File: config.mk
export PLATFORM = sky130hd
export DESIGN_NAME = cache_ctrl
export DESIGN_NICKNAME = d
export VERILOG_FILES = /design/src/hw/cache_pkg.sv /design/src/hw/cache_ctrl.sv
export VERILOG_INCLUDE_DIRS = /design/src /design/src/include
export SDC_FILE = /design/constraint.sdc
export NUM_CORES = 1
export LEC_CHECK = 0
export ABC_AREA = 1
export BUFFER_PORTS_ARGS = -buffer_cell sky130_fd_sc_hd__buf_4
export CORE_ASPECT_RATIO = 2
export CORE_MARGIN = 4
export CORE_UTILIZATION = 41
export DETAILED_ROUTE_END_ITERATION = 10
export PLACE_DENSITY = 0.79
export SLEW_MARGIN = 20
export SYNTH_ARGS = -nofsm -noshare
export SYNTH_HDL_FRONTEND = slang
export SYNTH_SLANG_ARGS = --single-unit
File: constraint.sdc
create_clock -name cpu_intf -period 4.55 [get_ports cpu_intf]
set_clock_uncertainty 0.15 [all_clocks]
set_input_delay 0.6825 -clock cpu_intf [delete_from_list [all_inputs] [get_ports cpu_intf]]
set_output_delay 0.6825 -clock cpu_intf [all_outputs]
set_load 0.05 [all_outputs]
File: src/include/cache_defs.svh
`ifndef CACHE_DEFS_SVH
`define CACHE_DEFS_SVH

// *********************************************************************
// bus widths
// *********************************************************************
`define ADDR_W          32
`define DATA_W          32

// *********************************************************************
// cache geometry
// *********************************************************************
`define LINES           8
`define WORDS_PER_LINE  4

// request generator
`define HIST_DEPTH      8                   // recent addresses kept for reuse
`define WIN_BASE        32'h0000_0A00       // 256 byte request window

// *********************************************************************
// backing memory
// *********************************************************************
`define MEM_WORDS       1024
`define MEM_WAIT        2                   // idle cycles before each beat

`endif

File: src/hw/cache_pkg.sv
`include "cache_defs.svh"

package cache_pkg;

    // address field positions
    localparam int OFF_LSB = $clog2(`DATA_W / 8);
    localparam int IDX_LSB = OFF_LSB + $clog2(`WORDS_PER_LINE);
    localparam int TAG_LSB = IDX_LSB + $clog2(`LINES);

    typedef logic [`ADDR_W-1:0]                 addr_t;
    typedef logic [`DATA_W-1:0]                 data_t;
    typedef logic [`ADDR_W-TAG_LSB-1:0]         tag_t;
    typedef logic [$clog2(`LINES)-1:0]          index_t;
    typedef logic [$clog2(`WORDS_PER_LINE)-1:0] offset_t;
    typedef logic [15:0]                        count_t;

    // ahb transfer type without busy
    typedef enum logic [1:0] {
        IDLE   = 2'b00,
        NONSEQ = 2'b10,
        SEQ    = 2'b11
    } htrans_e;

    typedef enum logic [2:0] {
        SINGLE = 3'b000,
        INCR4  = 3'b011
    } hburst_e;

    typedef enum logic [2:0] {
        S_IDLE,
        S_LOOKUP,
        S_FILL,
        S_FILL_LAST,
        S_RESPOND
    } ctrl_state_e;

endpackage

File: src/hw/cache_ctrl.sv
`timescale 1ns/1ps
`include "cache_defs.svh"

module cache_ctrl
    import cache_pkg::*;
(
    input  logic    cpu_intf,
    input  logic    rst_n,
    input  addr_t   haddr,
    input  htrans_e htrans,
    input  logic    hit,
    input  logic    mem_beat_valid,
    output logic    hready,
    output logic    hit_flag,
    output logic    mem_req,
    output addr_t   mem_addr,
    output logic    dwrite_en,
    output offset_t dwrite_offset,
    output logic    twrite_en
);

    localparam int LINE_BYTES = `WORDS_PER_LINE * (`DATA_W / 8);

    ctrl_state_e state;
    ctrl_state_e state_next;
    addr_t       addr_q;
    offset_t     beat_cnt;
    logic        filling;

    // *****************************************************************
    // next state
    // *****************************************************************
    always_comb begin
        state_next = state;
        case (state)
            S_IDLE: begin
                if (htrans == NONSEQ)
                    state_next = S_LOOKUP;
            end
            S_LOOKUP: begin
                state_next = hit ? S_RESPOND : S_FILL;
            end
            S_FILL: begin
                if (mem_beat_valid && beat_cnt == offset_t'(`WORDS_PER_LINE - 2))
                    state_next = S_FILL_LAST;
            end
            S_FILL_LAST: begin
                if (mem_beat_valid)
                    state_next = S_RESPOND;
            end
            S_RESPOND: begin
                state_next = S_IDLE;
            end
            default: state_next = S_IDLE;
        endcase
    end

    always_ff @(posedge cpu_intf) begin
        if (!rst_n) begin
            state    <= S_IDLE;
            mem_req  <= 1'b0;
            hit_flag <= 1'b0;
            beat_cnt <= '0;
        end else begin
            state   <= state_next;
            mem_req <= (state == S_LOOKUP) && !hit;  // one cycle fill request
            if (state == S_LOOKUP) begin
                hit_flag <= hit;
                beat_cnt <= '0;
            end else if (filling && mem_beat_valid) begin
                beat_cnt <= beat_cnt + 1'b1;
            end
        end
    end

    always_ff @(posedge cpu_intf) begin
        if (state == S_IDLE && htrans == NONSEQ)
            addr_q <= haddr;
    end

    assign filling       = (state == S_FILL) || (state == S_FILL_LAST);
    assign hready        = (state == S_RESPOND);
    assign mem_addr      = addr_q & ~addr_t'(LINE_BYTES - 1);  // line base
    assign dwrite_en     = filling && mem_beat_valid;
    assign dwrite_offset = beat_cnt;
    assign twrite_en     = (state == S_FILL_LAST) && mem_beat_valid;  // tag with last beat

endmodule

======== Word level (Yosys, flattened, before mapping) ========
Index checks and enable logic that the tools add are counted.
operators by class
  add/subtract/negate cells ............... 1
  equal/unequal tests ..................... 9
  mux-type cells .......................... 5
  bitwise logic cells ..................... 1
  reductions and logical operators ........ 10
operators by type and width
  kind                                                  number
  two-way mux 3 bit                                     4
  one-hot mux 3 bit (4 select lines)                    1
  equality test 3 x 2 -> 1 bit (second input constant)  2
  inequality test 2 bit (second input constant)         3
  logical AND 1 bit                                     5
  equality test 2 bit (second input constant)           2
  equality test 3 x 1 -> 1 bit (second input constant)  1
  equality test 3 bit (second input constant)           1
  logical NOT 3 bit                                     1
  AND reduction 3 bit                                   1
  adder 2 x 1 -> 2 bit (second input constant)          1
  OR reduction 2 bit                                    1
  logical NOT 1 bit                                     1
  logical OR 1 bit                                      1
  inverter 1 bit                                        1
word-level totals
  flip-flop bits (word level) ............. 39
  input port bits ......................... 38
  output and inout bits ................... 39
  logic and storage cells ................. 31

======== Logic depth before layout (Yosys ltp) ========
  depth in word-level cells ............... 4
  mapped depth ............................ 7

======== Least setup slack after synthesis ========
No wires, ideal clock.
  path type ............................... input-to-reg
  start point ............................. in htrans[0]
  end point ............................... reg addr_q[10], enable pin
  setup time .............................. 0.484 ns
  arrival ................................. 3.462 ns
  setup slack ............................. 0.454 ns
  cell stages on the path ................. 3
  buffers on the path ..................... 0
  cells stage by stage .................... inv_1 > nand2_1 > nor4_1
on the way
  longest elaborated chain between the ends .. 2
RTL lines
  item                  RTL line          text
  from (decl)           cache_ctrl.sv:10  input htrans_e htrans,
  equality test 2 bit   cache_ctrl.sv:77  if (state == S_IDLE && htrans == NONSEQ)
  logical AND 1 bit     cache_ctrl.sv:77
  to (signal assigned)  cache_ctrl.sv:78  addr_q <= haddr;
  to (decl)             cache_ctrl.sv:26  addr_t addr_q;
No other way between the ends.
A chain may end at the register's enable or synchronous reset.

======== Worst setup path after layout ========
  start point ............................. reg state[1]
  end point ............................... out twrite_en
on the way
  longest elaborated chain between the ends .. 2
RTL lines
  item                          RTL line          text
  from (decl)                   cache_ctrl.sv:24  ctrl_state_e state;
  from (signal assigned)        cache_ctrl.sv:65  state <= state_next;
  equality test 3 x 2 -> 1 bit  cache_ctrl.sv:86  assign twrite_en = (state == S_FILL_LAST) && mem_beat_valid;
  logical AND 1 bit             cache_ctrl.sv:86
  to (decl)                     cache_ctrl.sv:19  output logic twrite_en
No other way between the ends.

==> run summary <==
The run finished with clean final reports. For the final routed database, the setup TNS stands at 0 ns. The tools report the count of final hold-check violations as 0.

Sorting the synthesized cells by how often they occur yields 28 x edfxtp_1, 14 x nand2_1, 13 x inv_1, 7 x dfxtp_1, 6 x nor2_1. The kind of start point of the critical path is a flop. Setup slack on the critical path of the routed design comes to 2.34 ns. For the clock sink count, the log shows 35. Summing the sequential cell areas from Yosys gives 79.8% of the chip area.

The core region is 0.00280 mm^2. After detailed routing, the met2 layer carries 1730 um of wire. In this run the top signal layer used is met4.

In this run switching power makes up 35.1% of total power. The pre-antenna-repair detailed-routing pass consisted of 7 iterations. In the global route stage, overall resource usage came out at 14.9%. Clock-pin slew was measured on the worst setup and hold paths at 0.06 ns.

For the setup slack of the most critical reg-to-reg path, the log shows 2.86 ns. TritonCTS built the clock tree. In the synthesized netlist the dominant register cell turns out to be edfxtp_1. The logs give 2360 um for the HPWL reported at the end of detailed placement and 185 for the number of placed cells counting well taps. The combinational cell fraction of total power came out at 31.5%. The leading cell type by number of instances after synthesis was edfxtp_1. The count of antenna-violating nets left after detailed routing is 0, and the sum of buffers and inverters on the critical path is 2.

In this run the power density over the cells is 484 mW/mm^2. The total power after layout is 0.897 mW. The largest vdd supply drop came out at 0.331 mV. In this run the worst setup path begins at state[1]$_SDFFE_PN0P_. The H-tree generated during clock tree synthesis spans 2 levels. The number of input and output port buffers inserted works out to 68. For this run, design rule violations remaining after detail routing come to 0. At the placement stage, the worst setup path has a slack of 2.39 ns.

Clock latency on the worst-skew pair, taken at its later pin, is 0.27 ns. The number of gates resized after cts is 0, and the largest driver fanout on the critical path is 7. Number of distinct library cells after synthesis: 14. Of all cell types, the one taking the most synthesized area is edfxtp_1. The worst path in the final design needs a cycle of 2.21 ns, including I/O delays and setup.

After synthesis the netlist holds a flip-flop and latch count of 35. The initial utilization of the core area, before any placement, comes to 43.8%. The logs give 0 for the number of hold-repair buffers added at the cts stage and 27 for the maximum number of pins on one net before global-route repair. In this run, the number of DRC markers left after iteration 0 of detailed routing was 11.

Traced cell by cell, the critical path runs through nand2_1, nor2_4, inv_1, nor2_1, buf_4. For this run, the top clock speed supported by timing is 0.453 GHz. Nature of the critical path endpoint: an output port. In this run, the clock network consumes 22.2% of the power. The tools report the post-CTS setup buffer count as 0. In this run the deepest clock path goes through 2 buffers. Synthesis produced 88 cells.

The largest individual stage delay along the critical path comes from the cell dfxtp_1. The routed via count is 902, and the number of vias per cell is 4.67. In this design, the stage delay of the slowest critical-path cell is 0.46 ns.

Measured along the y axis, the die boundary spans 85.4 um. The data arrival time at the worst-slack endpoint was 1.37 ns. The buffer cell driving the clock tree root is clkbuf_8. Final critical-path share of the clock period: 48.5%. Cell internal power was estimated by the tool at 0.582 mW.

The average wire length per cell after detail routing was 14.6 um; the horizontal die dimension was 46.7 um. A synthesized cell averages 14.0 um^2. The tools report the startpoint of the most critical register-to-register path as state[1]$_SDFFE_PN0P_. The analysis attributes to net switching a power of 0.315 mW.

Across all hold checks on the routed design, the worst slack comes to 0.318 ns. For the number of diodes added for antenna fixing, the log shows 0. Data on the critical path is required at its endpoint by 3.72 ns. The tools report the register share of total power as 46.3%.

Sorting the synthesized cells by area gives the leading types as edfxtp_1 68%, dfxtp_1 11%, nand2_1 4.3%. For this run the aggregate overflow at the end of global routing stands at 0. Total detailed-routing wirelength: 2830 um. During I/O placement, the number of pins put on the boundary was 77. Of the cells placed in the final design, the portion with a size suffix greater than 1 is 47.0%. The number of global-route vias before repair is 918, and the sum of met3 wire segment lengths after detailed routing is 260 um. The final-report max-slew violation count was 0; the wire length on met1 was 817 um. The worst hold path belongs to the class reg -> reg. Clock tree synthesis inserted a total of 5 buffers. The run gives 4260 um as the wire length of the first global-routing pass. The number of max-cap violations is 0. The number of flops mapped to enable cells by yosys was 28. The finished layout holds 193 standard cells, fillers aside.

After synthesis the cells add up to 0.00123 mm^2. Family with the most delay on the worst path: flip-flops. Summed over all cells, the static leakage comes to 0.829 nW. The critical path in this run is classified as reg -> out. The initial antenna violation count was 0. Last weighted congestion value of the routability-driven placer: 0.768. The hold path startpoint is hit_flag$_SDFFE_PN0N_.

The count of warnings emitted by yosys came out at 0. The total number of nets in the final design was 202; the share of the synthesized area in the top cell type was 68.4%. The async set-reset flop share out of synthesis was 0%. The total number of placement rows was 27; the area of the die was 0.00399 mm^2. The area added between synthesis and finish is 50.7%. Setup repair after global routing left no endpoint under its margin. The total setup violations reported at the end of the flow was 0.
-- through the flow --
stage               area (um^2)  util, %
floorplan                  1240        -
CTS                        1850     66.0
detailed placement         1770     63.1
finish                     1850     66.0
global placement           1770     63.1
global route               1850     66.0
-- flip-flops by register name, indices dropped and copies added, names as in the netlist --
register	flops
hit_flag	1
dwrite_offset	2
mem_req	1
state	3
addr_q	28
-- routing by layer --
layer	vias to the layer above	global-route usage [%]
met3	2	4.67
met4	0	5.29
li1	435	-
met5	-	0
met2	54	28.1
met1	411	13.7
-- power groups by stage --
stage	registers [mW]	logic, mW	clock network [mW]
3_3_place_gp	0.419	0.273	0
2_1_floorplan	0.527	0.0824	0
4_1_cts	0.415	0.284	0.207
5_1_grt	0.418	0.298	0.222
6_report	0.415	0.282	0.199
3_5_place_dp	0.421	0.284	0
-- worst register-to-register path: cells and delay by family (launching register included) --
| family | cells | cell delay [ns] |
|---|---|---|
| buffers and inverters | 1 | 0.39 |
| DFF | 1 | 0.38 |
| and+or+nand+nor | 1 | 0.44 |
-- layout by cell type (no fill, tap or decap), drive strengths merged --
master	instances
o21ai	2
buf	69
clkinv	1
dfxtp	7
clkbuf	7
edfxtp	28
ha	1
inv	13
a21oi	3
nor4	1
conb	4
nand3	5
nor3	2
nor2	7
nand2	14
-- final timing paths --
kind	to	depth (start not counted)
setup reg to reg	addr_q[21]$_DFFE_PP_	2
hold reg to reg	hit_flag$_SDFFE_PN0N_	2
hold / removal	hit_flag$_SDFFE_PN0N_	2
setup / recovery	twrite_en	5
-- kinds of logic after synthesis --
logic type | after synthesis | synth area share [%]
AOI/OAI and AO/OA | 5 | 2.04
adders and majority gates | 1 | 1.02
buffers and inverters | 17 | 6.42
DFF | 35 | 79.8
other | 1 | 0.305
and+or+nand+nor | 29 | 10.4
-- cell type report --
type | count | area, um^2
multi-input cells | 39 | 186
fillers | 231 | 952
repair buffers | 69 | 518
clock buffers | 7 | 76.3
clock inverters | 1 | 5.00
flip-flops and latches | 35 | 981
inverters | 13 | 48.8
well taps | 29 | 36.3
(Power assumes the default switching activity.)
