<file path="src/include/cache_defs.svh">
`ifndef CACHE_DEFS_SVH
`define CACHE_DEFS_SVH

// *********************************************************************
// bus widths
// *********************************************************************
`define ADDR_W          32
`define DATA_W          32

// *********************************************************************
// cache geometry
// *********************************************************************
`define LINES           8
`define WORDS_PER_LINE  4

// request generator
`define HIST_DEPTH      8                   // recent addresses kept for reuse
`define WIN_BASE        32'h0000_0A00       // 256 byte request window

// *********************************************************************
// backing memory
// *********************************************************************
`define MEM_WORDS       1024
`define MEM_WAIT        2                   // idle cycles before each beat

`endif

</file>
<file path="src/hw/cache_pkg.sv">
`include "cache_defs.svh"

package cache_pkg;

    // address field positions
    localparam int OFF_LSB = $clog2(`DATA_W / 8);
    localparam int IDX_LSB = OFF_LSB + $clog2(`WORDS_PER_LINE);
    localparam int TAG_LSB = IDX_LSB + $clog2(`LINES);

    typedef logic [`ADDR_W-1:0]                 addr_t;
    typedef logic [`DATA_W-1:0]                 data_t;
    typedef logic [`ADDR_W-TAG_LSB-1:0]         tag_t;
    typedef logic [$clog2(`LINES)-1:0]          index_t;
    typedef logic [$clog2(`WORDS_PER_LINE)-1:0] offset_t;
    typedef logic [15:0]                        count_t;

    // ahb transfer type without busy
    typedef enum logic [1:0] {
        IDLE   = 2'b00,
        NONSEQ = 2'b10,
        SEQ    = 2'b11
    } htrans_e;

    typedef enum logic [2:0] {
        SINGLE = 3'b000,
        INCR4  = 3'b011
    } hburst_e;

    typedef enum logic [2:0] {
        S_IDLE,
        S_LOOKUP,
        S_FILL,
        S_FILL_LAST,
        S_RESPOND
    } ctrl_state_e;

endpackage

</file>
<file path="src/hw/cpu_req_gen.sv">
`timescale 1ns/1ps
`include "cache_defs.svh"

module cpu_req_gen
    import cache_pkg::*;
(
    input  logic       cpu_intf,
    input  logic       rst_n,
    input  logic       run,
    input  logic [7:0] seed,
    input  count_t     period,
    input  count_t     req_count,
    input  logic       hready,
    output addr_t      haddr,
    output htrans_e    htrans,
    output hburst_e    hburst,
    output logic       done
);

    localparam int HP_W = $clog2(`HIST_DEPTH);

    logic              active;
    count_t            wait_cnt;
    count_t            remaining;
    count_t            reload;
    logic [7:0]        lfsr;
    logic [7:0]        lfsr_next;
    logic [HP_W:0]     hist_cnt;
    logic [HP_W-1:0]   hist_wr_ptr;
    logic [HP_W-1:0]   pick;
    addr_t             hist [`HIST_DEPTH];
    logic              reuse;
    logic              issue;
    addr_t             next_addr;

    assign hburst    = SINGLE;
    assign reload    = (period > count_t'(1)) ? period - count_t'(1) : '0;
    assign lfsr_next = {lfsr[6:0], lfsr[7] ^ lfsr[5] ^ lfsr[4] ^ lfsr[3]};

    assign issue = active && !run && (htrans != NONSEQ) && (wait_cnt <= count_t'(1));
    assign reuse = lfsr[7] && (hist_cnt != '0);

    // *****************************************************************
    // address choice
    // *****************************************************************
    always_comb begin
        pick = lfsr[HP_W-1:0];
        if ({1'b0, pick} >= hist_cnt)
            pick = hist_wr_ptr - 1'b1;  // fall back to newest entry
        if (reuse)
            next_addr = hist[pick];
        else
            next_addr = addr_t'(`WIN_BASE) + addr_t'({lfsr[5:0], 2'b00});
    end

    always_ff @(posedge cpu_intf) begin
        if (issue) begin
            haddr <= next_addr;
            if (!reuse)
                hist[hist_wr_ptr] <= next_addr;
        end
    end

    always_ff @(posedge cpu_intf) begin
        if (!rst_n) begin
            active      <= 1'b0;
            htrans      <= IDLE;
            done        <= 1'b0;
            wait_cnt    <= '0;
            remaining   <= '0;
            lfsr        <= 8'h01;
            hist_cnt    <= '0;
            hist_wr_ptr <= '0;
        end else begin
            done <= 1'b0;
            if (run) begin
                active      <= (req_count != '0);
                done        <= (req_count == '0);
                remaining   <= req_count;
                wait_cnt    <= reload;
                lfsr        <= (seed == 8'h00) ? 8'hA5 : seed;  // all zero would lock
                hist_cnt    <= '0;
                hist_wr_ptr <= '0;
                htrans      <= IDLE;
            end else if (htrans == NONSEQ) begin
                if (hready) begin
                    htrans    <= IDLE;
                    remaining <= remaining - count_t'(1);
                    wait_cnt  <= reload;
                    if (remaining == count_t'(1)) begin
                        active <= 1'b0;
                        done   <= 1'b1;
                    end
                end
            end else if (issue) begin
                htrans <= NONSEQ;
                lfsr   <= lfsr_next;
                if (!reuse) begin
                    hist_wr_ptr <= hist_wr_ptr + 1'b1;
                    if (hist_cnt != (HP_W+1)'(`HIST_DEPTH))
                        hist_cnt <= hist_cnt + 1'b1;
                end
            end else if (active) begin
                wait_cnt <= wait_cnt - count_t'(1);
            end
        end
    end

endmodule

</file>
<file path="config.mk">
export PLATFORM = sky130hd
export DESIGN_NAME = cpu_req_gen
export DESIGN_NICKNAME = d
export VERILOG_FILES = /design/src/hw/cache_pkg.sv /design/src/hw/cpu_req_gen.sv
export VERILOG_INCLUDE_DIRS = /design/src /design/src/include
export SDC_FILE = /design/constraint.sdc
export NUM_CORES = 1
export LEC_CHECK = 0
export ABC_AREA = 1
export ABC_CLOCK_PERIOD_IN_PS = 5290
export BUFFER_PORTS_ARGS = -buffer_cell sky130_fd_sc_hd__buf_4
export CELL_PAD_IN_SITES_DETAIL_PLACEMENT = 0
export CELL_PAD_IN_SITES_GLOBAL_PLACEMENT = 1
export CORE_MARGIN = 2
export CORE_UTILIZATION = 30
export CTS_BUF_LIST = sky130_fd_sc_hd__clkbuf_8 sky130_fd_sc_hd__clkbuf_16
export DETAILED_ROUTE_END_ITERATION = 6
export GPL_TIMING_DRIVEN = 1
export HOLD_SLACK_MARGIN = 0.15
export MAX_ROUTING_LAYER = met4
export PLACE_DENSITY_LB_ADDON = 0.05
export SLEW_MARGIN = 20
export SYNTH_ARGS = -nofsm -noshare
export SYNTH_HDL_FRONTEND = slang
export SYNTH_SLANG_ARGS = --single-unit
export TNS_END_PERCENT = 50
</file>
<file path="constraint.sdc">
create_clock -name cpu_intf -period 5.29 [get_ports cpu_intf]
set_input_delay 0.7935 -clock cpu_intf [delete_from_list [all_inputs] [get_ports cpu_intf]]
set_output_delay 0.7935 -clock cpu_intf [all_outputs]
set_load 0.02 [all_outputs]
</file>
[Word-level counts from Yosys, hierarchy flattened]
Memories as Yosys holds them, arrays and structs flattened.
Index checks and enable logic that the tools add are counted.
Operators by class
  add/sub/neg operators: 7
  muxes and demuxes: 29
  bitwise gates (word level): 6
  reductions and logical operators: 23
  eq/ne operators: 8
  order comparisons: 3
Operators with widths (count)
  $mux 16: 9
  $sub 16x1->16 const B: 3
  $mux 32: 1
  $mux 8: 4
  $eq 16x1->1 const B: 1
  $gt 16x1->1 const B: 1
  $le 16x1->1 const B: 1
  $logic_not 16->1: 1
  $reduce_bool 16->1: 1
  $add 12x8->13 const A: 1
  $mux 1: 11
  $reduce_bool 2->1: 5
  $reduce_and 3->1: 3
  $logic_not 8->1: 1
  $mux 2: 3
  $ne 2x2->1 const B: 3
  $reduce_and 2->1: 3
  $add 4x1->4 const B: 1
  $ge 3x4->1: 1
  $logic_and 1x1->1: 4
  $ne 4x4->1 const B: 1
  $reduce_and 4->1: 1
  $reduce_bool 4->1: 1
  $add 3x1->3 const B: 1
  other kinds (10): 14
Word-level totals
  memory bits (writable): 256
  word-level logic and storage cells: 86
  input bits: 44
  bits in registers: 83
  memories: 1
Memories
  hist: words 8, bits a word 32, read ports 1, clocked after Yosys merged registers in 0, write ports 1, line cpu_req_gen.sv:31  | addr_t hist [`HIST_DEPTH];

[Depth between registers and ports, before layout]
  depth in word-level cells: 7
  mapped depth: 16
  depth with buffers taken out: 14

[Worst setup path after synthesis]
OpenSTA, ideal clock, no wires.
  kind: input to register
  start: input run
  end: memory hist[5][0] in the netlist's numbering, enable pin
  data arrival time: 3.990 ns
  slack: 0.839 ns
  data required time: 4.829 ns
  stages on the path: 10
  cell sequence: buf_6 nor2_4 nand2_1 nor2_1 nand3_2 nor2_4 inv_2 nor2_1 inv_1 nor3_1
On the way
  cells in the longest elaborated chain, start to end: 6
Ends and longest elaborated chain
  from (decl): line cpu_req_gen.sv:9  | input logic run,
  $logic_not 1->1: line cpu_req_gen.sv:40  | assign issue = active && !run && (htrans != NONSEQ) && (wait_cnt <= count_t'(1));
  $logic_and 1x1->1 (3 in series): line cpu_req_gen.sv:40
  $mux 1: line cpu_req_gen.sv:57  | if (issue) begin
  $mux 1 (implied by the code): line cpu_req_gen.sv:60  | hist[hist_wr_ptr] <= next_addr;
  to (decl): line cpu_req_gen.sv:31
No other way between the ends.

[Worst setup path in the final report]
  start: register lfsr[0]
  end: memory hist[3][22] in the netlist's numbering, data pin
On the way
  cells in the longest elaborated chain, start to end: 4
Ends and longest elaborated chain
  from (decl): line cpu_req_gen.sv:26  | logic [7:0] lfsr;
  from (signal assigned): line cpu_req_gen.sv:81  | lfsr <= (seed == 8'h00) ? 8'hA5 : seed;
  from (signal assigned): line cpu_req_gen.sv:97  | lfsr <= lfsr_next;
  $ge 3x4->1: line cpu_req_gen.sv:48  | if ({1'b0, pick} >= hist_cnt)
  $mux 3 (*): line cpu_req_gen.sv:48
  $mem_v2 8x32 (*)
  $mux 32 (*): line cpu_req_gen.sv:50  | if (reuse)
  net next_addr[22]: line cpu_req_gen.sv:34  | addr_t next_addr;
Mark *: on every way through the listed nets, which the timed path passes. The rest lies on a longest branch.

==> flow_summary_export.csv <==
group,metric,value,unit
timing,grt_setup_unrepaired,"no",
global_route,grt_pass1_wl,65900,um
cells_and_area,final_common_cell,"sky130_fd_sc_hd__nand2_1",
logic_synthesis,synth_area_per_cell,9.61,um2
worst_setup_path,critical-path-top-cell-by-count,"sky130_fd_sc_hd__nor2_1",
pwr,design_power_total,6.29,mW
timing,worst_pin_slew,0.950,ns
worst_setup_path,worstSetupEndpointType,"flip-flop",
pwr,vdd_ir_drop_max,0.173,mV
cells_and_area,final_area,0.0181,mm2
drt,drt_iter0_markers,512,
logic_synthesis,ys_seq_area_share,62.3,%
timing,setup_viol_count_final,0,
pwr,net-switching-power,1.56,mW
clocking,cts_max_path_buffers,3,
floorplan,ios,82,
cells_and_area,design.final.nets,1745,
drt,drt_wl_total,42700,um
pwr,seq_power_share,46.3,%
pwr,static_power_due_to_leakage,7.18,nW
logic_synthesis,post_synth_num_cell_types,45,
worst_setup_path,setup.worst_path.class,"flip-flop to flip-flop",
worst_setup_path,r2r_end,"hist[3][22]$_DFFE_PP_",
place,gp_routability_congestion,0.771,
clocking,clk_transition_reported_paths,0.06,ns
timing,timing.final.crit_share,65.2,%
logic_synthesis,number_of_register_bits_inferred_by_synthesis,338,
hold_path,min_delay_worst_endpoint,"remaining[9]$_SDFFE_PN0P_",
logic_synthesis,synth-async-reset-ratio,0,%
floorplan,starting_utilization_of_the_core_area,30.2,%
timing,slew_headroom,36.6,%
clocking,clock-sinks,338,
global_route,grt_util_met2,27.9,%
clocking,inserted_clock_buffers,42,
clocking,cts_tree,"done",
worst_setup_path,reg2regPathDepth,14,
worst_setup_path,crit_path_max_fanout,55,
logic_synthesis,yosysWarnings,0,
worst_setup_path,reg2reg_slack,1.84,ns
place,numPortBuffers,77,
pwr,pwrdens,347,mW/mm2
worst_setup_path,worstPathCellList,"inv_1, ha_1, inv_1, nand2_1, nand2_1, nand2_4, nand2_8, nand2_1, nand2_4, buf_4, nor2_1, nor2_1, nor2_1, nor2_1",
cells_and_area,final_layout_size_suffix_gt1_share,10.8,%
worst_setup_path,slowest_delay,0.62,ns
global_route,antenna_found_initial,0,
logic_synthesis,synth_area,0.0155,mm2
hold_path,worst_hold_startpoint,"req_count[9]",
timing,clock.fmax,0.290,GHz
pwr,pwr-share-clk,44.1,%
logic_synthesis,main_synth_ff_type,"sky130_fd_sc_hd__edfxtp_1",
floorplan,die_height,231,um
worst_setup_path,start_kind,"flip-flop",
drt,drt-pass1-iter-count,5,
timing,tns,0,ns
place,dpl_cell_area,0.0168,mm2
pwr,switch_share,24.7,%
timing,min_period,3.45,ns
run_status,outcome,"completed",
cells_and_area,layout_common_cells,"sky130_fd_sc_hd__nand2_1 (338), sky130_fd_sc_hd__edfxtp_1 (288), sky130_fd_sc_hd__inv_1 (249), sky130_fd_sc_hd__nand3_1 (199), sky130_fd_sc_hd__nor2_1 (180)",
global_route,gr-usage-met1,21.0,%
global_route,gr_overflow_total,0,
worst_setup_path,r2r-start,"lfsr[0]$_SDFFE_PN1P_",
floorplan,number_of_cell_rows,83,
timing,timing_max_transition_violations_final,0,
worst_setup_path,crit_slowest_cell,"sky130_fd_sc_hd__nand2_4",
drt,detail-route-antenna-nets,0,
clocking,post_cts_hold_buffer_count,0,
place,dp_worst_setup_slack,1.70,ns
timing,layout_setup_ws,1.84,ns
clocking,post_cts_resize_count,0,
drt,route.detailed.wl_per_inst,17.8,um
floorplan,floorplan.die.width,231,um
hold_path,worst_hold_path_type,"input pin to flip-flop",
clocking,cts_setup_buffers,0,
worst_setup_path,cp_data_arrival_time,3.73,ns
cells_and_area,antennaDiodeCount,0,
drt,vias_per_cell,4.54,
global_route,maximum_number_of_pins_on_one_net_before_global_route_repair,92,
global_route,first_global_vias,11034,
hold_path,whs_path_depth,3,
logic_synthesis,postSynthCellCount,1610,
floorplan,dieArea,0.0534,mm2
worst_setup_path,cp_data_required_time,5.57,ns
place,detailedPlacementHpwl,23800,um
global_route,global_route.usage.met3,2.88,%
clocking,max_h_tree_level,2,
timing,finClkSkew,0.0243,ns
logic_synthesis,number_of_enable_type_register_cells_in_the_synthesized_netlist,288,
clocking,clock-root-buffer,"sky130_fd_sc_hd__clkbuf_16",
job,cap_violations,0,
timing,hold_viol,0,
global_route,track_usage,16.7,%
floorplan,core-area,0.0512,mm2
pwr,internal-power,4.74,mW
clocking,clock_latency_at_the_later_pin_of_the_worst_skew_pair,0.56,ns
cells_and_area,flow.area_growth_from_synthesis,17.0,%
global_route,grt-busiest-layer,"met2",
drt,drc,0,
pwr,power.combinational.fraction,9.7,%
drt,detailroute.via_count,10898,
critical path, delay by kind of cell (launching register included):
family / cells / cell delay [ns]
adder cells (fa/ha/maj): 1 / 0.31
buffers and inverters: 3 / 0.53
flip-flops: 1 / 0.35
AND/OR/NAND/NOR: 10 / 1.93
power by group through the flow:
stage	registers (mW)	logic [mW]	clock network (mW)
2_1_floorplan	2.96	0.431	0
3_3_place_gp	2.97	0.627	0
3_5_place_dp	2.97	0.623	0
4_1_cts	2.91	0.626	2.87
5_1_grt	2.92	0.697	2.96
6_report	2.91	0.608	2.77
worst max path at each step:
stage	startpoint	end	slack, ns
4_1_cts	lfsr[0]$_SDFFE_PN1P_	hist[0][27]$_DFFE_PP_	1.71
3_5_place_dp	run	hist[5][24]$_DFFE_PP_	1.70
5_1_grt	lfsr[0]$_SDFFE_PN1P_	hist[7][17]$_DFFE_PP_	1.46
3_3_place_gp	lfsr[0]$_SDFFE_PN1P_	hist[7][19]$_DFFE_PP_	1.56
6_report	lfsr[0]$_SDFFE_PN1P_	hist[3][22]$_DFFE_PP_	1.84
2_1_floorplan	run	hist[5][0]$_DFFE_PP_	0.84
synthesized netlist by cell type, types with 2 or more instances:
cell	number	area [um2]
sky130_fd_sc_hd__a22oi_1	2	15.0
sky130_fd_sc_hd__nor2_1	180	676
sky130_fd_sc_hd__clkbuf_1	18	67.6
sky130_fd_sc_hd__buf_2	30	150
sky130_fd_sc_hd__o21ai_1	31	155
sky130_fd_sc_hd__a21oi_1	35	175
sky130_fd_sc_hd__buf_1	3	11.3
sky130_fd_sc_hd__o22ai_1	4	25.0
sky130_fd_sc_hd__buf_4	10	75.1
sky130_fd_sc_hd__nand3_1	199	996
sky130_fd_sc_hd__ha_1	13	163
sky130_fd_sc_hd__clkinv_1	3	11.3
sky130_fd_sc_hd__nor2_4	4	45.0
sky130_fd_sc_hd__nand2_4	3	33.8
sky130_fd_sc_hd__nand2_2	5	31.3
sky130_fd_sc_hd__xor2_1	10	87.6
sky130_fd_sc_hd__inv_1	234	878
sky130_fd_sc_hd__dfxtp_1	50	1000
sky130_fd_sc_hd__o21ai_2	2	17.5
sky130_fd_sc_hd__buf_6	7	78.8
sky130_fd_sc_hd__nor4_1	4	25.0
sky130_fd_sc_hd__inv_2	5	18.8
sky130_fd_sc_hd__o211ai_1	3	22.5
sky130_fd_sc_hd__o221ai_1	2	17.5
sky130_fd_sc_hd__nand4_1	13	81.3
sky130_fd_sc_hd__edfxtp_1	288	8650
sky130_fd_sc_hd__nor3_1	19	95.1
sky130_fd_sc_hd__nand2_1	338	1270
sky130_fd_sc_hd__a31oi_1	15	93.8
sky130_fd_sc_hd__o21ai_0	56	280
sky130_fd_sc_hd__and2_1	2	12.5
sky130_fd_sc_hd__xnor2_1	9	78.8
layer usage:
metal,wire (um),vias up
met1,19700,5219
met5,0,-
li1,-,5484
met4,743,0
met2,20900,141
met3,1300,54
flip-flops by register name, indices dropped and copies added, names as in the netlist:
register	cells
hist	256
hist_cnt	4
remaining	16
haddr	32
lfsr	8
done	1
wait_cnt	16
active	1
hist_wr_ptr	3
htrans	1
cell type report:
class / instances / area, um2
Fill cell: 5258 / 33100
Sequential cell: 338 / 9650
Multi-Input combinational cell: 965 / 4620
Clock buffer: 43 / 1080
Inverter: 242 / 911
Tap cell: 680 / 851
Timing Repair Buffer: 99 / 768
Clock inverter: 34 / 241
per-stage QoR:
stage / std cells / hold WS, ns / utilization, %
final: 2401 / 0.474 / 35.4
after global routing: 2401 / 0.492 / 35.4
after CTS: 2401 / 0.438 / 35.4
after detailed placement: 2324 / 0.474 / 32.8
after global placement: 2324 / 0.468 / 32.8
after floorplan: 1613 / 0.452 / -
cells by family (layout without fill, tap and decap cells):
logic type | count (synthesis) | after routing | synth area share, %
AOI/OAI and AO/OA | 157 | 157 | 5.64
xor gates and xnor gates | 19 | 19 | 1.08
adders and majority gates | 13 | 13 | 1.05
buffers and inverters | 310 | 418 | 8.34
DFF | 338 | 338 | 62.3
other | 1 | 4 | 0.0242
and+or+nand+nor | 772 | 772 | 21.5
Note: power is estimated with default switching activity, not from simulation.
