==> config.mk <==
export PLATFORM = sky130hd
export DESIGN_NAME = cache_tag_store
export DESIGN_NICKNAME = d
export VERILOG_FILES = /design/src/hw/cache_pkg.sv /design/src/hw/cache_tag_store.sv
export VERILOG_INCLUDE_DIRS = /design/src /design/src/include
export SDC_FILE = /design/constraint.sdc
export NUM_CORES = 1
export LEC_CHECK = 0
export BUFFER_PORTS_ARGS = -buffer_cell sky130_fd_sc_hd__buf_2
export CORE_ASPECT_RATIO = 0.5
export CORE_MARGIN = 4
export CORE_UTILIZATION = 55
export CTS_CLUSTER_DIAMETER = 150
export DETAILED_ROUTE_END_ITERATION = 12
export GPL_TIMING_DRIVEN = 0
export PLACE_DENSITY = 0.75
export SLEW_MARGIN = 10
export SYNTH_ARGS = -nofsm -noshare
export SYNTH_HDL_FRONTEND = slang
export SYNTH_SLANG_ARGS = --single-unit
==> constraint.sdc <==
create_clock -name cpu_intf -period 3.25 [get_ports cpu_intf]
set_input_delay 0.325 -clock cpu_intf [delete_from_list [all_inputs] [get_ports cpu_intf]]
set_output_delay 0.325 -clock cpu_intf [all_outputs]
set_load 0.005 [all_outputs]
==> src/include/cache_defs.svh <==
`ifndef CACHE_DEFS_SVH
`define CACHE_DEFS_SVH

// *********************************************************************
// bus widths
// *********************************************************************
`define ADDR_W          32
`define DATA_W          32

// *********************************************************************
// cache geometry
// *********************************************************************
`define LINES           8
`define WORDS_PER_LINE  4

// request generator
`define HIST_DEPTH      8                   // recent addresses kept for reuse
`define WIN_BASE        32'h0000_0A00       // 256 byte request window

// *********************************************************************
// backing memory
// *********************************************************************
`define MEM_WORDS       1024
`define MEM_WAIT        2                   // idle cycles before each beat

`endif

==> src/hw/cache_pkg.sv <==
`include "cache_defs.svh"

package cache_pkg;

    // address field positions
    localparam int OFF_LSB = $clog2(`DATA_W / 8);
    localparam int IDX_LSB = OFF_LSB + $clog2(`WORDS_PER_LINE);
    localparam int TAG_LSB = IDX_LSB + $clog2(`LINES);

    typedef logic [`ADDR_W-1:0]                 addr_t;
    typedef logic [`DATA_W-1:0]                 data_t;
    typedef logic [`ADDR_W-TAG_LSB-1:0]         tag_t;
    typedef logic [$clog2(`LINES)-1:0]          index_t;
    typedef logic [$clog2(`WORDS_PER_LINE)-1:0] offset_t;
    typedef logic [15:0]                        count_t;

    // ahb transfer type without busy
    typedef enum logic [1:0] {
        IDLE   = 2'b00,
        NONSEQ = 2'b10,
        SEQ    = 2'b11
    } htrans_e;

    typedef enum logic [2:0] {
        SINGLE = 3'b000,
        INCR4  = 3'b011
    } hburst_e;

    typedef enum logic [2:0] {
        S_IDLE,
        S_LOOKUP,
        S_FILL,
        S_FILL_LAST,
        S_RESPOND
    } ctrl_state_e;

endpackage

==> src/hw/cache_tag_store.sv <==
`timescale 1ns/1ps
`include "cache_defs.svh"

module cache_tag_store
    import cache_pkg::*;
(
    input  logic  cpu_intf,
    input  logic  rst_n,
    input  addr_t lookup_addr,
    input  logic  twrite_en,
    output logic  hit
);

    index_t             idx;
    tag_t               addr_tag;
    tag_t               tags [`LINES];
    logic [`LINES-1:0]  valid;

    assign idx      = lookup_addr[IDX_LSB +: $bits(index_t)];
    assign addr_tag = lookup_addr[TAG_LSB +: $bits(tag_t)];

    always_ff @(posedge cpu_intf) begin
        if (!rst_n)
            valid <= '0;
        else if (twrite_en)
            valid[idx] <= 1'b1;
    end

    always_ff @(posedge cpu_intf) begin
        if (twrite_en)
            tags[idx] <= addr_tag;
    end

    // direct mapped, single compare
    assign hit = valid[idx] && (tags[idx] == addr_tag);

endmodule

## Word-level counts from Yosys, hierarchy flattened

Memory sizes are Yosys's and may differ from the RTL's.
Index checks and enable logic that the tools add are counted.
W data, S select, Z words.

- Equal/unequal tests: 1
- Bitwise logic cells: 1
- Reduce and logical (&&, ||, !) cells: 2
- Multiplexer cells: 6
- Magnitude comparators: 2

Operators with widths:

| operator | number |
|---|---|
| $eq A25 B25 Y1 | 1 |
| $or A8 B8 Y8 | 1 |
| $lt A3 B4 Y1 const B | 1 |
| $mux W1 | 4 |
| $bmux W1 S3 | 1 |
| $demux W1 S3 | 1 |
| $ge A3 B1 Y1 const B | 1 |
| $logic_and A1 B1 Y1 | 2 |

- Flip-flop bits (word level): 8
- Input bits: 35
- Memories kept: 1
- Memory bits (writable): 200

Memory list:

| memory | depth | bits a word | read ports | clocked after memory_dff | wr ports | RTL line | RTL |
|---|---|---|---|---|---|---|---|
| tags | 8 | 25 | 1 | 0 | 1 | cache_tag_store.sv:16 | `` tag_t tags [`LINES]; `` |

## Longest topological paths before layout

Gate-level depths: netlist of the first run.

- Word-level depth: 5
- Gate-level depth with buffers: 10

## Worst setup path after synthesis of the first run

No wires, ideal clock.

- Path kind: input -> register
- Start point: input port lookup_addr[5]
- End point: memory tags[2][0] (netlist name), enable pin
- Cell stages on the path: 5
- Slack: -272 ps
- Required time: 2809 ps
- Setup time: 441 ps
- Arrival: 3081 ps
- Path buffers: 3
- Path through: buf_2 buf_1 buf_2 nand2_1 nor3_1

RTL lines:

| item | RTL line | RTL |
|---|---|---|
| start: declaration | cache_tag_store.sv:9 | `input addr_t lookup_addr,` |
| end: declaration | cache_tag_store.sv:16 |  |

Straight into the memory's write port.

## Worst setup path in the final report of the first run

- Start point: memory tags[6][22] (netlist name)
- End point: output port hit

- Word-level cells in the longest chain between the ends: 3

Ends and longest elaborated chain:

| item | RTL line | RTL |
|---|---|---|
| $mem_v2 Z8 W25 | -- |  |
| $eq A25 B25 Y1 | cache_tag_store.sv:35 | `assign hit = valid[idx] && (tags[idx] == addr_tag);` |
| $logic_and A1 B1 Y1 | cache_tag_store.sv:35 |  |
| end: declaration | cache_tag_store.sv:11 | `output logic hit` |

No other way between the ends.

==> insert_results.sql, run 1 <==
INSERT INTO impl_metrics (metric_group, metric, value, unit) VALUES
('setup_path', 'crit_path_start_kind', 'flip-flop', ''),
('power_and_ir_drop', 'power_frac_comb', '6.6', '%'),
('power_and_ir_drop', 'ir_drop', '331', 'uV'),
('die', 'ioPinCount', '36', ''),
('die', 'floorplan_die_area', '0.0170', 'sq mm'),
('sta', 'tns', '0', 'ps'),
('sta', 'worst_slew_pin_slew', '793', 'ps'),
('finish', 'layout.cells.non_filler', '670', ''),
('clock_tree', 'cts.sinks', '208', ''),
('sta', 'max_clock_freq', '325', 'MHz'),
('clock_tree', 'clock_tree.root_cell', 'sky130_fd_sc_hd__clkbuf_16', ''),
('power_and_ir_drop', 'p_sw', '1150', 'uW'),
('drt', 'drt_pass1_iterations', '4', ''),
('logic_synthesis', 'synth_top_area_share', '73.3', '%'),
('power_and_ir_drop', 'post-layout-total-power', '5630', 'uW'),
('sta', 'setup_viol', '0', ''),
('finish', 'finish.utilization', '65.2', '%'),
('logic_synthesis', 'yosys_most_used_dff', 'sky130_fd_sc_hd__edfxtp_1', ''),
('drt', 'route.detailed.wl_per_inst', '23.4', 'um'),
('setup_path', 'critical_path_class', 'reg2out', ''),
('sta', 'finalMaxSlewViolations', '0', ''),
('die', 'dieHeight', '94.3', 'um'),
('placed_design', 'dpl.hpwl', '9.41', 'mm'),
('finish', 'final_layout_size_suffix_gt1_share', '29.4', '%'),
('placed_design', 'pre_cts_ws', '-339', 'ps'),
('sta', 'rsz0062_at_grt', 'false', ''),
('power_and_ir_drop', 'clockPowerShare', '39.3', '%'),
('drt', 'dr_total_vias', '3966', ''),
('logic_synthesis', 'synthMostInstantiatedCell', 'sky130_fd_sc_hd__edfxtp_1', ''),
('setup_path', 'worstPathMaxFanout', '1', ''),
('power_and_ir_drop', 'powerDensity', '596', 'mW/mm^2'),
('finish', 'final-seq-area', '0.00617', 'sq mm'),
('finish', 'final.fill_count', '955', ''),
('logic_synthesis', 'syn-instance-count', '403', ''),
('run', 'maxCapViolCount', '0', ''),
('sta', 'skew', '0', 'ps'),
('drt', 'antenna_violating_nets_left', '0', ''),
('logic_synthesis', 'synth_enable_flop_cells', '200', ''),
('logic_synthesis', 'syn-cell-area', '0.00820', 'sq mm'),
('hold_path', 'hold_path.class', 'in2reg', ''),
('global_route', 'groute.usage.overall', '19.0', '%'),
('die', 'placement_rows', '31', ''),
('logic_synthesis', 'mappedNetlistNets', '438', ''),
('sta', 'layout_min_cycle_time', '3080', 'ps'),
('drt', 'post-route-drc-count', '0', ''),
('setup_path', 'highest_cell_delay_on_the_worst_timing_path', '490', 'ps'),
('drt', 'drt-total-wl', '15.7', 'mm'),
('logic_synthesis', 'synth.top_cells.by_area', 'sky130_fd_sc_hd__edfxtp_1 (73%), sky130_fd_sc_hd__mux4_2 (8.0%), sky130_fd_sc_hd__mux2i_1 (4.6%)', ''),
('global_route', 'congestion_overflow_gr', '0', ''),
('placed_design', 'gp_routability_congestion', '0.725', ''),
('logic_synthesis', 'netlist_top_cells_count', 'sky130_fd_sc_hd__edfxtp_1 (200), sky130_fd_sc_hd__mux2i_1 (38), sky130_fd_sc_hd__mux4_2 (29)', ''),
('sta', 'timing.final.crit_share', '94.7', '%'),
('global_route', 'antenna_violations_before_repair', '1', ''),
('finish', 'syn2layout_area_growth', '15.4', '%'),
('sta', 'headroom_to_the_max_slew_limit', '46.9', '%'),
('logic_synthesis', 'yosys.area.top_type', 'sky130_fd_sc_hd__edfxtp_1', ''),
('setup_path', 'timing.critical_path.slowest_stage_cell', 'sky130_fd_sc_hd__mux4_1', ''),
('clock_tree', 'clock_tree.buffer_depth', '3', ''),
('power_and_ir_drop', 'power.internal', '4480', 'uW'),
('setup_path', 'critical_path.top_delay_family', 'simple AND/OR/NAND/NOR gates', ''),
('die', 'floorplan.initialDensity', '56.5', '%'),
('clock_tree', 'cts_htree_levels', '1', ''),
('power_and_ir_drop', 'p_leak', '0.00312', 'uW'),
('drt', 'detail_route.iter0.violations', '298', ''),
('setup_path', 'worstPathRequired', '2920', 'ps'),
('status', 'outcome', 'completed', ''),
('setup_path', 'buffering_stage_count_on_the_worst_path_with_inverters_included', '1', ''),
('logic_synthesis', 'synth.avg_cell_area', '20.3', 'sq um'),
('finish', 'multi_input_area', '0.00197', 'sq mm'),
('power_and_ir_drop', 'sw_frac_of_total', '20.4', '%'),
('logic_synthesis', 'yosysWarnings', '0', '');
## path summary, 6_finish.rpt
path | slack [ps] | startpoint | end | cells after the start
min reg2reg | 460 | valid[7] | valid[7] | 1
max | 170 | tags[6][22] | hit | 7
max reg2reg | 2630 | valid[0] | valid[0] | 1
min | 130 | lookup_addr[29] | tags[4][22] | 1
## final cells by class
class / instances / area share [%]
Multi-Input combinational cell: 174 / 20.9
Tap cell: 198 / 2.62
Buffer: 21 / 1.43
Clock buffer: 26 / 5.52
Sequential cell: 208 / 65.2
Timing Repair Buffer: 36 / 3.41
Clock inverter: 7 / 0.966
## kinds of logic (layout without fill, tap and decap cells)
logic type	Yosys count	after routing	synth area share (%)
AO/OA/AOI/OAI	32	32	2.95
XOR/XNOR	24	24	2.56
buffers and inverters	21	90	1.59
flip-flops	208	208	75.2
multiplexers	88	88	15.7
AND/OR/NAND/NOR	30	30	1.98
## sequential cells by signal, indices dropped and copies added (netlist names)
| register | count |
|---|---|
| tags | 200 |
| valid | 8 |
## repair_timing
item | 4_1_cts | 5_1_grt
pin swaps | 0 | 0
buffers inserted | 0 | 0
setup endpoints to repair | 1 | 1
hold endpoints to repair | 0 | 0
gates resized for setup | 3 | 3
## per-layer routing
metal  vias up  share of wire [%]  global-route usage, %
li1       1770                  -                      -
met1      2034                 44                   26.8
met2       128                 48                   31.7
met3        32                5.5                   3.25
met4         2                2.2                   4.53
met5         -              0.057                      0
## power by group through the flow
| stage | logic (uW) | registers [uW] | clock network, uW |
|---|---|---|---|
| after floorplan | 235 | 3100 | 0 |
| after global placement | 343 | 3100 | 0 |
| after detailed placement | 373 | 3100 | 0 |
| after CTS | 377 | 3050 | 2240 |
| after global routing | 404 | 3050 | 2360 |
| final | 374 | 3050 | 2210 |
## metrics by stage
step,hold slack [ps],cell area [sq um]
after floorplan,424,8210
after global placement,442,8590
after detailed placement,448,8830
after CTS,116,9450
after global routing,131,9460
final,131,9460
## cells in the final DEF (no fill, tap or decap), types with 3 or more instances in the layout
master,instances
sky130_fd_sc_hd__clkbuf_1,7
sky130_fd_sc_hd__buf_8,3
sky130_fd_sc_hd__o21a_1,8
sky130_fd_sc_hd__o22ai_1,9
sky130_fd_sc_hd__nand2b_1,4
sky130_fd_sc_hd__nor2_4,6
sky130_fd_sc_hd__nand2_1,3
sky130_fd_sc_hd__dfxtp_1,8
sky130_fd_sc_hd__clkbuf_16,19
sky130_fd_sc_hd__buf_16,3
sky130_fd_sc_hd__mux4_2,29
sky130_fd_sc_hd__buf_2,35
sky130_fd_sc_hd__xnor2_1,24
sky130_fd_sc_hd__mux2_2,20
sky130_fd_sc_hd__a221oi_1,9
sky130_fd_sc_hd__clkbuf_2,3
sky130_fd_sc_hd__nand4_1,3
sky130_fd_sc_hd__buf_4,3
sky130_fd_sc_hd__edfxtp_1,200
sky130_fd_sc_hd__nor2b_1,3
sky130_fd_sc_hd__mux2i_1,38
sky130_fd_sc_hd__buf_12,4
No activity file was read; power rests on OpenSTA's default activity.
==> run 2: changes to the inputs <==
--- a/config.mk
+++ b/config.mk
@@ -12,8 +12,8 @@
 export CORE_UTILIZATION = 55
 export CTS_CLUSTER_DIAMETER = 150
 export DETAILED_ROUTE_END_ITERATION = 12
-export GPL_TIMING_DRIVEN = 0
 export PLACE_DENSITY = 0.75
+export RECOVER_POWER = 100
 export SLEW_MARGIN = 10
 export SYNTH_ARGS = -nofsm -noshare
 export SYNTH_HDL_FRONTEND = slang
==> insert_results.sql, run 2 (synthesized netlist as in run 1, its figures left out) <==
INSERT INTO impl_metrics (metric_group, metric, value, unit) VALUES
('sta', 'rsz0062_at_grt', 'false', ''),
('finish', 'final_layout_size_suffix_gt1_share', '19.1', '%'),
('clock_tree', 'tritoncts', 'built', ''),
('setup_path', 'highest_cell_delay_on_the_worst_timing_path', '510', 'ps'),
('placed_design', 'dpl.hpwl', '8.97', 'mm'),
('die', 'placement_rows', '31', ''),
('drt', 'detailed_route_wirelength_on_metal2', '7.38', 'mm'),
('finish', 'biggest_regs', 'tags (200), valid (8)', ''),
('setup_path', 'worstPathRequired', '2920', 'ps'),
('sta', 'max_clock_freq', '316', 'MHz'),
('finish', 'finish.utilization', '63.3', '%'),
('placed_design', 'gp_routability_congestion', '0.710', ''),
('setup_path', 'critical_path.top_delay_family', 'simple AND/OR/NAND/NOR gates', ''),
('status', 'failed_checks', 'max-capacitance violations', ''),
('sta', 'fin_ws', '82.0', 'ps'),
('clock_tree', 'cts_htree_levels', '1', ''),
('finish', 'largest_register_ff_count', '200', ''),
('die', 'ioPinCount', '36', ''),
('setup_path', 'crit_path_start_kind', 'flip-flop', ''),
('sta', 'layout_min_cycle_time', '3170', 'ps'),
('global_route', 'groute.usage.overall', '18.0', '%'),
('placed_design', 'io_buffer_count', '31', ''),
('finish', 'postLayoutCellArea', '0.00919', 'sq mm'),
('die', 'core_outline_area', '0.0145', 'sq mm'),
('sta', 'headroom_to_the_max_slew_limit', '1.59', '%'),
('global_route', 'congestion_overflow_gr', '0', ''),
('drt', 'post-route-drc-count', '0', ''),
('setup_path', 'buffering_stage_count_on_the_worst_path_with_inverters_included', '1', ''),
('clock_tree', 'cts-hold-fix-buffers', '0', ''),
('finish', 'syn2layout_area_growth', '12.1', '%'),
('finish', 'regMostFlops', 'tags', ''),
('clock_tree', 'cts.clk_slew.worst_paths', '70', 'ps'),
('setup_path', 'path_cells', 'mux4_1 -> mux2i_1 -> xnor2_1 -> nor4_1 -> nand3_1 -> nor4_4 -> clkbuf_2', ''),
('setup_path', 'cp_data_arrival_time', '2840', 'ps'),
('run', 'maxCapViolCount', '1', ''),
('sta', 'setup_viol', '0', ''),
('drt', 'drt_pass1_iterations', '4', ''),
('placed_design', 'dpl_cell_area', '0.00879', 'sq mm'),
('drt', 'route.detailed.wl_per_inst', '22.2', 'um'),
('die', 'floorplan.initialDensity', '56.5', '%'),
('global_route', 'number_of_global_route_vias_before_repair', '4079', ''),
('drt', 'dr_total_vias', '3906', ''),
('status', 'outcome', 'complete, but fails checks', ''),
('setup_path', 'r2r_setup_slack', '2650', 'ps'),
('hold_path', 'hold_path.class', 'in2reg', ''),
('clock_tree', 'cts.sinks', '208', ''),
('setup_path', 'worstPathMaxFanout', '1', ''),
('sta', 'finalMaxSlewViolations', '0', ''),
('sta', 'worst_slew_pin_slew', '1460', 'ps'),
('die', 'floorplan_die_area', '0.0170', 'sq mm'),
('drt', 'drt-total-wl', '14.8', 'mm'),
('drt', 'route.top_layer_used', 'met4', ''),
('setup_path', 'timing.critical_path.slowest_stage_cell', 'sky130_fd_sc_hd__mux4_1', ''),
('power_and_ir_drop', 'p_leak', '0.00296', 'uW'),
('setup_path', 'end_kind', 'output port', ''),
('die', 'dieHeight', '94.3', 'um'),
('die', 'die_w', '181', 'um'),
('sta', 'skew', '0', 'ps'),
('sta', 'hold_viol_final', '0', ''),
('drt', 'detail_route.iter0.violations', '302', ''),
('clock_tree', 'clock_tree.root_cell', 'sky130_fd_sc_hd__clkbuf_16', ''),
('clock_tree', 'clock_tree.buffer_depth', '3', ''),
('finish', 'most_frequent_standard_cell_in_the_layout_excluding_fill_and_tap_cells', 'sky130_fd_sc_hd__edfxtp_1', ''),
('finish', 'diodes', '0', ''),
('global_route', 'grt_start_max_net_pins', '46', ''),
('power_and_ir_drop', 'powerDensity', '592', 'mW/mm^2'),
('clock_tree', 'clock_latency', '470', 'ps'),
('finish', 'layout.cells.non_filler', '669', ''),
('drt', 'antenna_violating_nets_left', '0', ''),
('global_route', 'grt_first_pass_wirelength', '23.3', 'mm'),
('drt', 'route.met3.wl', '508', 'um'),
('drt', 'detail_route.vias_per_cell', '5.84', ''),
('placed_design', 'pre_cts_ws', '255', 'ps'),
('sta', 'tns', '0', 'ps'),
('finish', 'final.fill_count', '1021', ''),
('finish', 'most_frequent_cells_in_the_layout', 'sky130_fd_sc_hd__edfxtp_1 (200), sky130_fd_sc_hd__clkbuf_1 (47), sky130_fd_sc_hd__mux2i_1 (38), sky130_fd_sc_hd__mux4_2 (29), sky130_fd_sc_hd__xnor2_1 (24)', ''),
('setup_path', 'critical_path_class', 'reg2out', ''),
('power_and_ir_drop', 'ir_drop', '249', 'uV'),
('global_route', 'antenna_violations_before_repair', '0', ''),
('finish', 'layout.nets', '496', ''),
('sta', 'timing.final.crit_share', '97.5', '%'),
('clock_tree', 'postCtsSetupBuffers', '0', ''),
('placed_design', 'placed_cells', '638', ''),
('drt', 'routedLengthMet1', '6.73', 'mm'),
('clock_tree', 'cts_made_buffers', '19', '');
-- run 2: metrics by stage --
step	power, uW	hold WS [ps]
6_report	5430	151
4_1_cts	5480	130
5_1_grt	5630	140
3_5_place_dp	3470	448
2_1_floorplan	3330	424
3_3_place_gp	3460	443
-- run 2: repair_timing --
item | in CTS | in global routing
setup endpoints to repair | 0 | 1
resized for setup | 0 | 1
endpoints found under the hold margin | 0 | 0
-- run 2: path summary, 6_finish.rpt --
path                    start       end  cells after the start
setup reg to reg     valid[0]  valid[0]                      1
hold reg to reg      valid[3]  valid[3]                      1
setup / recovery  tags[6][22]       hit                      7
hold / removal          rst_n  valid[2]                      2
-- run 2: power breakdown --
| part | internal (uW) | switching, uW | total [uW] |
|---|---|---|---|
| clock | 1160 | 880 | 2040 |
| sequential | 3030 | 21.1 | 3050 |
| combinational | 154 | 193 | 347 |
-- run 2: metal layers --
metal  global-route usage, %  vias to the layer above
li1                        -                     1761
met3                    2.94                       24
met2                    30.1                       91
met5                       0                        -
met4                    3.52                        0
met1                    25.9                     2030
-- run 2: cell type report --
cell class	instances	area [sq um]	area share [%]
Tap cell	198	248	2.70
Clock inverter	5	51.3	0.559
Sequential cell	208	6170	67.1
Timing Repair Buffer	58	310	3.38
Clock buffer	26	502	5.46
Multi-Input combinational cell	174	1910	20.8
==> run 3: changes to the inputs <==
--- a/config.mk
+++ b/config.mk
@@ -14,6 +14,7 @@
 export DETAILED_ROUTE_END_ITERATION = 12
 export PLACE_DENSITY = 0.75
 export RECOVER_POWER = 100
+export SETUP_SLACK_MARGIN = 0.3
 export SLEW_MARGIN = 10
 export SYNTH_ARGS = -nofsm -noshare
 export SYNTH_HDL_FRONTEND = slang
==> insert_results.sql, run 3 (synthesized netlist as in run 1, its figures left out) <==
INSERT INTO impl_metrics (metric_group, metric, value, unit) VALUES
('clock_tree', 'clock_tree.buffer_depth', '3', ''),
('finish', 'diodes', '0', ''),
('global_route', 'grt_first_pass_wirelength', '23.4', 'mm'),
('drt', 'drt-total-wl', '14.8', 'mm'),
('placed_design', 'io_buffer_count', '31', ''),
('placed_design', 'dpl_cell_area', '0.00879', 'sq mm'),
('sta', 'headroom_to_the_max_slew_limit', '0.467', '%'),
('setup_path', 'critical_path_class', 'reg2out', ''),
('sta', 'max_clock_freq', '339', 'MHz'),
('power_and_ir_drop', 'clockPowerShare', '37.5', '%'),
('hold_path', 'holdPathStages', '2', ''),
('global_route', 'antenna_violations_before_repair', '0', ''),
('sta', 'skew', '0', 'ps'),
('power_and_ir_drop', 'p_sw', '1100', 'uW'),
('finish', 'multi_input_area', '0.00194', 'sq mm'),
('hold_path', 'hold_path.class', 'in2reg', ''),
('finish', 'final_layout_size_suffix_gt1_share', '20.6', '%'),
('finish', 'final.fill_count', '1020', ''),
('drt', 'detail_route.vias_per_cell', '5.82', ''),
('sta', 'layout_min_cycle_time', '2950', 'ps'),
('placed_design', 'gp_routability_congestion', '0.710', ''),
('die', 'dieHeight', '94.3', 'um'),
('power_and_ir_drop', 'power_frac_comb', '6.6', '%'),
('clock_tree', 'clock_tree.root_cell', 'sky130_fd_sc_hd__clkbuf_16', ''),
('global_route', 'grt_start_max_net_pins', '46', ''),
('die', 'floorplan.initialDensity', '56.5', '%'),
('die', 'floorplan_die_area', '0.0170', 'sq mm'),
('sta', 'rsz0062_at_grt', 'true', ''),
('clock_tree', 'cts_htree_levels', '1', ''),
('setup_path', 'r2r_start', 'valid[0]', ''),
('finish', 'most_frequent_cells_in_the_layout', 'sky130_fd_sc_hd__edfxtp_1 (200), sky130_fd_sc_hd__clkbuf_1 (48), sky130_fd_sc_hd__mux2i_1 (36), sky130_fd_sc_hd__mux4_2 (30), sky130_fd_sc_hd__xnor2_1 (23)', ''),
('power_and_ir_drop', 'ir_drop', '249', 'uV'),
('global_route', 'groute.usage.overall', '18.0', '%'),
('setup_path', 'r2r_end', 'valid[0]', ''),
('setup_path', 'worstPathMaxFanout', '1', ''),
('finish', 'layout.nets', '496', ''),
('sta', 'worst_slew_pin_slew', '1480', 'ps'),
('setup_path', 'worst_r2r_path_depth', '1', ''),
('drt', 'detail_route.iter0.violations', '356', ''),
('drt', 'drt_pass1_iterations', '4', ''),
('power_and_ir_drop', 'pwr-share-seq', '56.0', '%'),
('die', 'die_w', '181', 'um'),
('die', 'ioPinCount', '36', ''),
('drt', 'route.detailed.wl_per_inst', '22.2', 'um'),
('setup_path', 'worstPathRequired', '2920', 'ps'),
('clock_tree', 'tritoncts', 'built', ''),
('finish', 'regMostFlops', 'tags', ''),
('global_route', 'congestion_overflow_gr', '0', ''),
('global_route', 'number_of_global_route_vias_before_repair', '4079', ''),
('finish', 'final-seq-area', '0.00617', 'sq mm'),
('hold_path', 'worst_hold_startpoint', 'rst_n', ''),
('clock_tree', 'cts_made_buffers', '19', ''),
('drt', 'post-route-drc-count', '0', ''),
('run', 'maxCapViolCount', '1', ''),
('status', 'failed_checks', 'max-capacitance violations', ''),
('status', 'outcome', 'complete, but fails checks', ''),
('power_and_ir_drop', 'sw_frac_of_total', '20.3', '%'),
('power_and_ir_drop', 'powerDensity', '591', 'mW/mm^2'),
('hold_path', 'hold_path_end', 'valid[2]', ''),
('finish', 'finish.utilization', '63.6', '%'),
('finish', 'syn2layout_area_growth', '12.5', '%'),
('finish', 'largest_register_ff_count', '200', ''),
('setup_path', 'r2r_setup_slack', '2650', 'ps'),
('die', 'placement_rows', '31', ''),
('drt', 'dr_total_vias', '3895', ''),
('clock_tree', 'postCtsSetupBuffers', '0', ''),
('finish', 'postLayoutCellArea', '0.00922', 'sq mm'),
('sta', 'finalMaxSlewViolations', '0', ''),
('sta', 'hold_viol_final', '0', ''),
('clock_tree', 'cts.clk_slew.worst_paths', '70', 'ps'),
('clock_tree', 'clock_latency', '470', 'ps'),
('finish', 'most_frequent_standard_cell_in_the_layout_excluding_fill_and_tap_cells', 'sky130_fd_sc_hd__edfxtp_1', ''),
('drt', 'antenna_violating_nets_left', '0', ''),
('sta', 'timing.final.crit_share', '90.7', '%'),
('clock_tree', 'cts.sinks', '208', ''),
('power_and_ir_drop', 'power.internal', '4340', 'uW'),
('sta', 'setup_viol', '0', ''),
('placed_design', 'dpl.hpwl', '8.97', 'mm'),
('sta', 'tns', '0', 'ps'),
('die', 'core_outline_area', '0.0145', 'sq mm'),
('finish', 'biggest_regs', 'tags (200), valid (8)', ''),
('setup_path', 'crit_path_start_kind', 'flip-flop', ''),
('setup_path', 'cp_data_arrival_time', '2620', 'ps'),
('setup_path', 'end_kind', 'output port', ''),
('power_and_ir_drop', 'p_leak', '0.00296', 'uW');
[run 3: layer usage]
metal  track usage, %  part of all wire, %  wire length [um]  vias to the layer above
met1             26.0                   45              6630                     2018
li1                 -                    -                 -                     1762
met4             3.52                  1.4               208                        0
met3             2.94                  4.3               634                       22
met5                0                    0                 0                        -
met2             30.1                   50              7370                       93
[run 3: power groups by stage]
| stage | logic (uW) | registers (uW) | clock network [uW] |
|---|---|---|---|
| floorplan | 235 | 3100 | 0 |
| global placement | 357 | 3100 | 0 |
| detailed placement | 365 | 3100 | 0 |
| CTS | 371 | 3050 | 2070 |
| global route | 389 | 3050 | 2200 |
| finish | 357 | 3050 | 2040 |
[run 3: worst max path at each step]
stage                              start          to  slack, ps  depth (start not counted)
final                        tags[0][13]         hit        300                          7
after global routing          tags[5][9]         hit        170                          7
after CTS                    tags[7][14]         hit        300                          7
after detailed placement  lookup_addr[4]         hit        260                          9
after global placement    lookup_addr[4]         hit        280                          9
after floorplan           lookup_addr[6]  tags[5][0]        360                          5
[run 3: area by class of cell]
cell class	instances	share of cell area, %
Timing Repair Buffer	58	3.39
Sequential cell	208	66.9
Tap cell	198	2.69
Clock inverter	5	0.556
Multi-Input combinational cell	174	21.0
Clock buffer	26	5.44
[run 3: repair_timing]
item / in CTS / in global routing
gates resized for setup: 3 / 9
pin swaps: 2 / 4
hold buffers: 0 / 0
endpoints found under the setup margin: 1 / 1
[run 3: per-stage QoR]
stage / hold WS (ps) / power (uW) / std cells / setup slack, ps
floorplan: 424 / 3330 / 403 / 361
global placement: 443 / 3460 / 638 / 277
detailed placement: 448 / 3470 / 638 / 255
CTS: 130 / 5480 / 669 / 300
global route: 140 / 5640 / 669 / 169
finish: 149 / 5450 / 669 / 302
[run 3: critical path: stages (launching register included)]
cell and delay [ps]:
sky130_fd_sc_hd__edfxtp_1 370, sky130_fd_sc_hd__mux4_2 480, sky130_fd_sc_hd__mux2i_2 200, sky130_fd_sc_hd__xnor2_1 90, sky130_fd_sc_hd__nor4_1 340, sky130_fd_sc_hd__nand3_2 200
sky130_fd_sc_hd__nor4_4 290, sky130_fd_sc_hd__buf_2 170
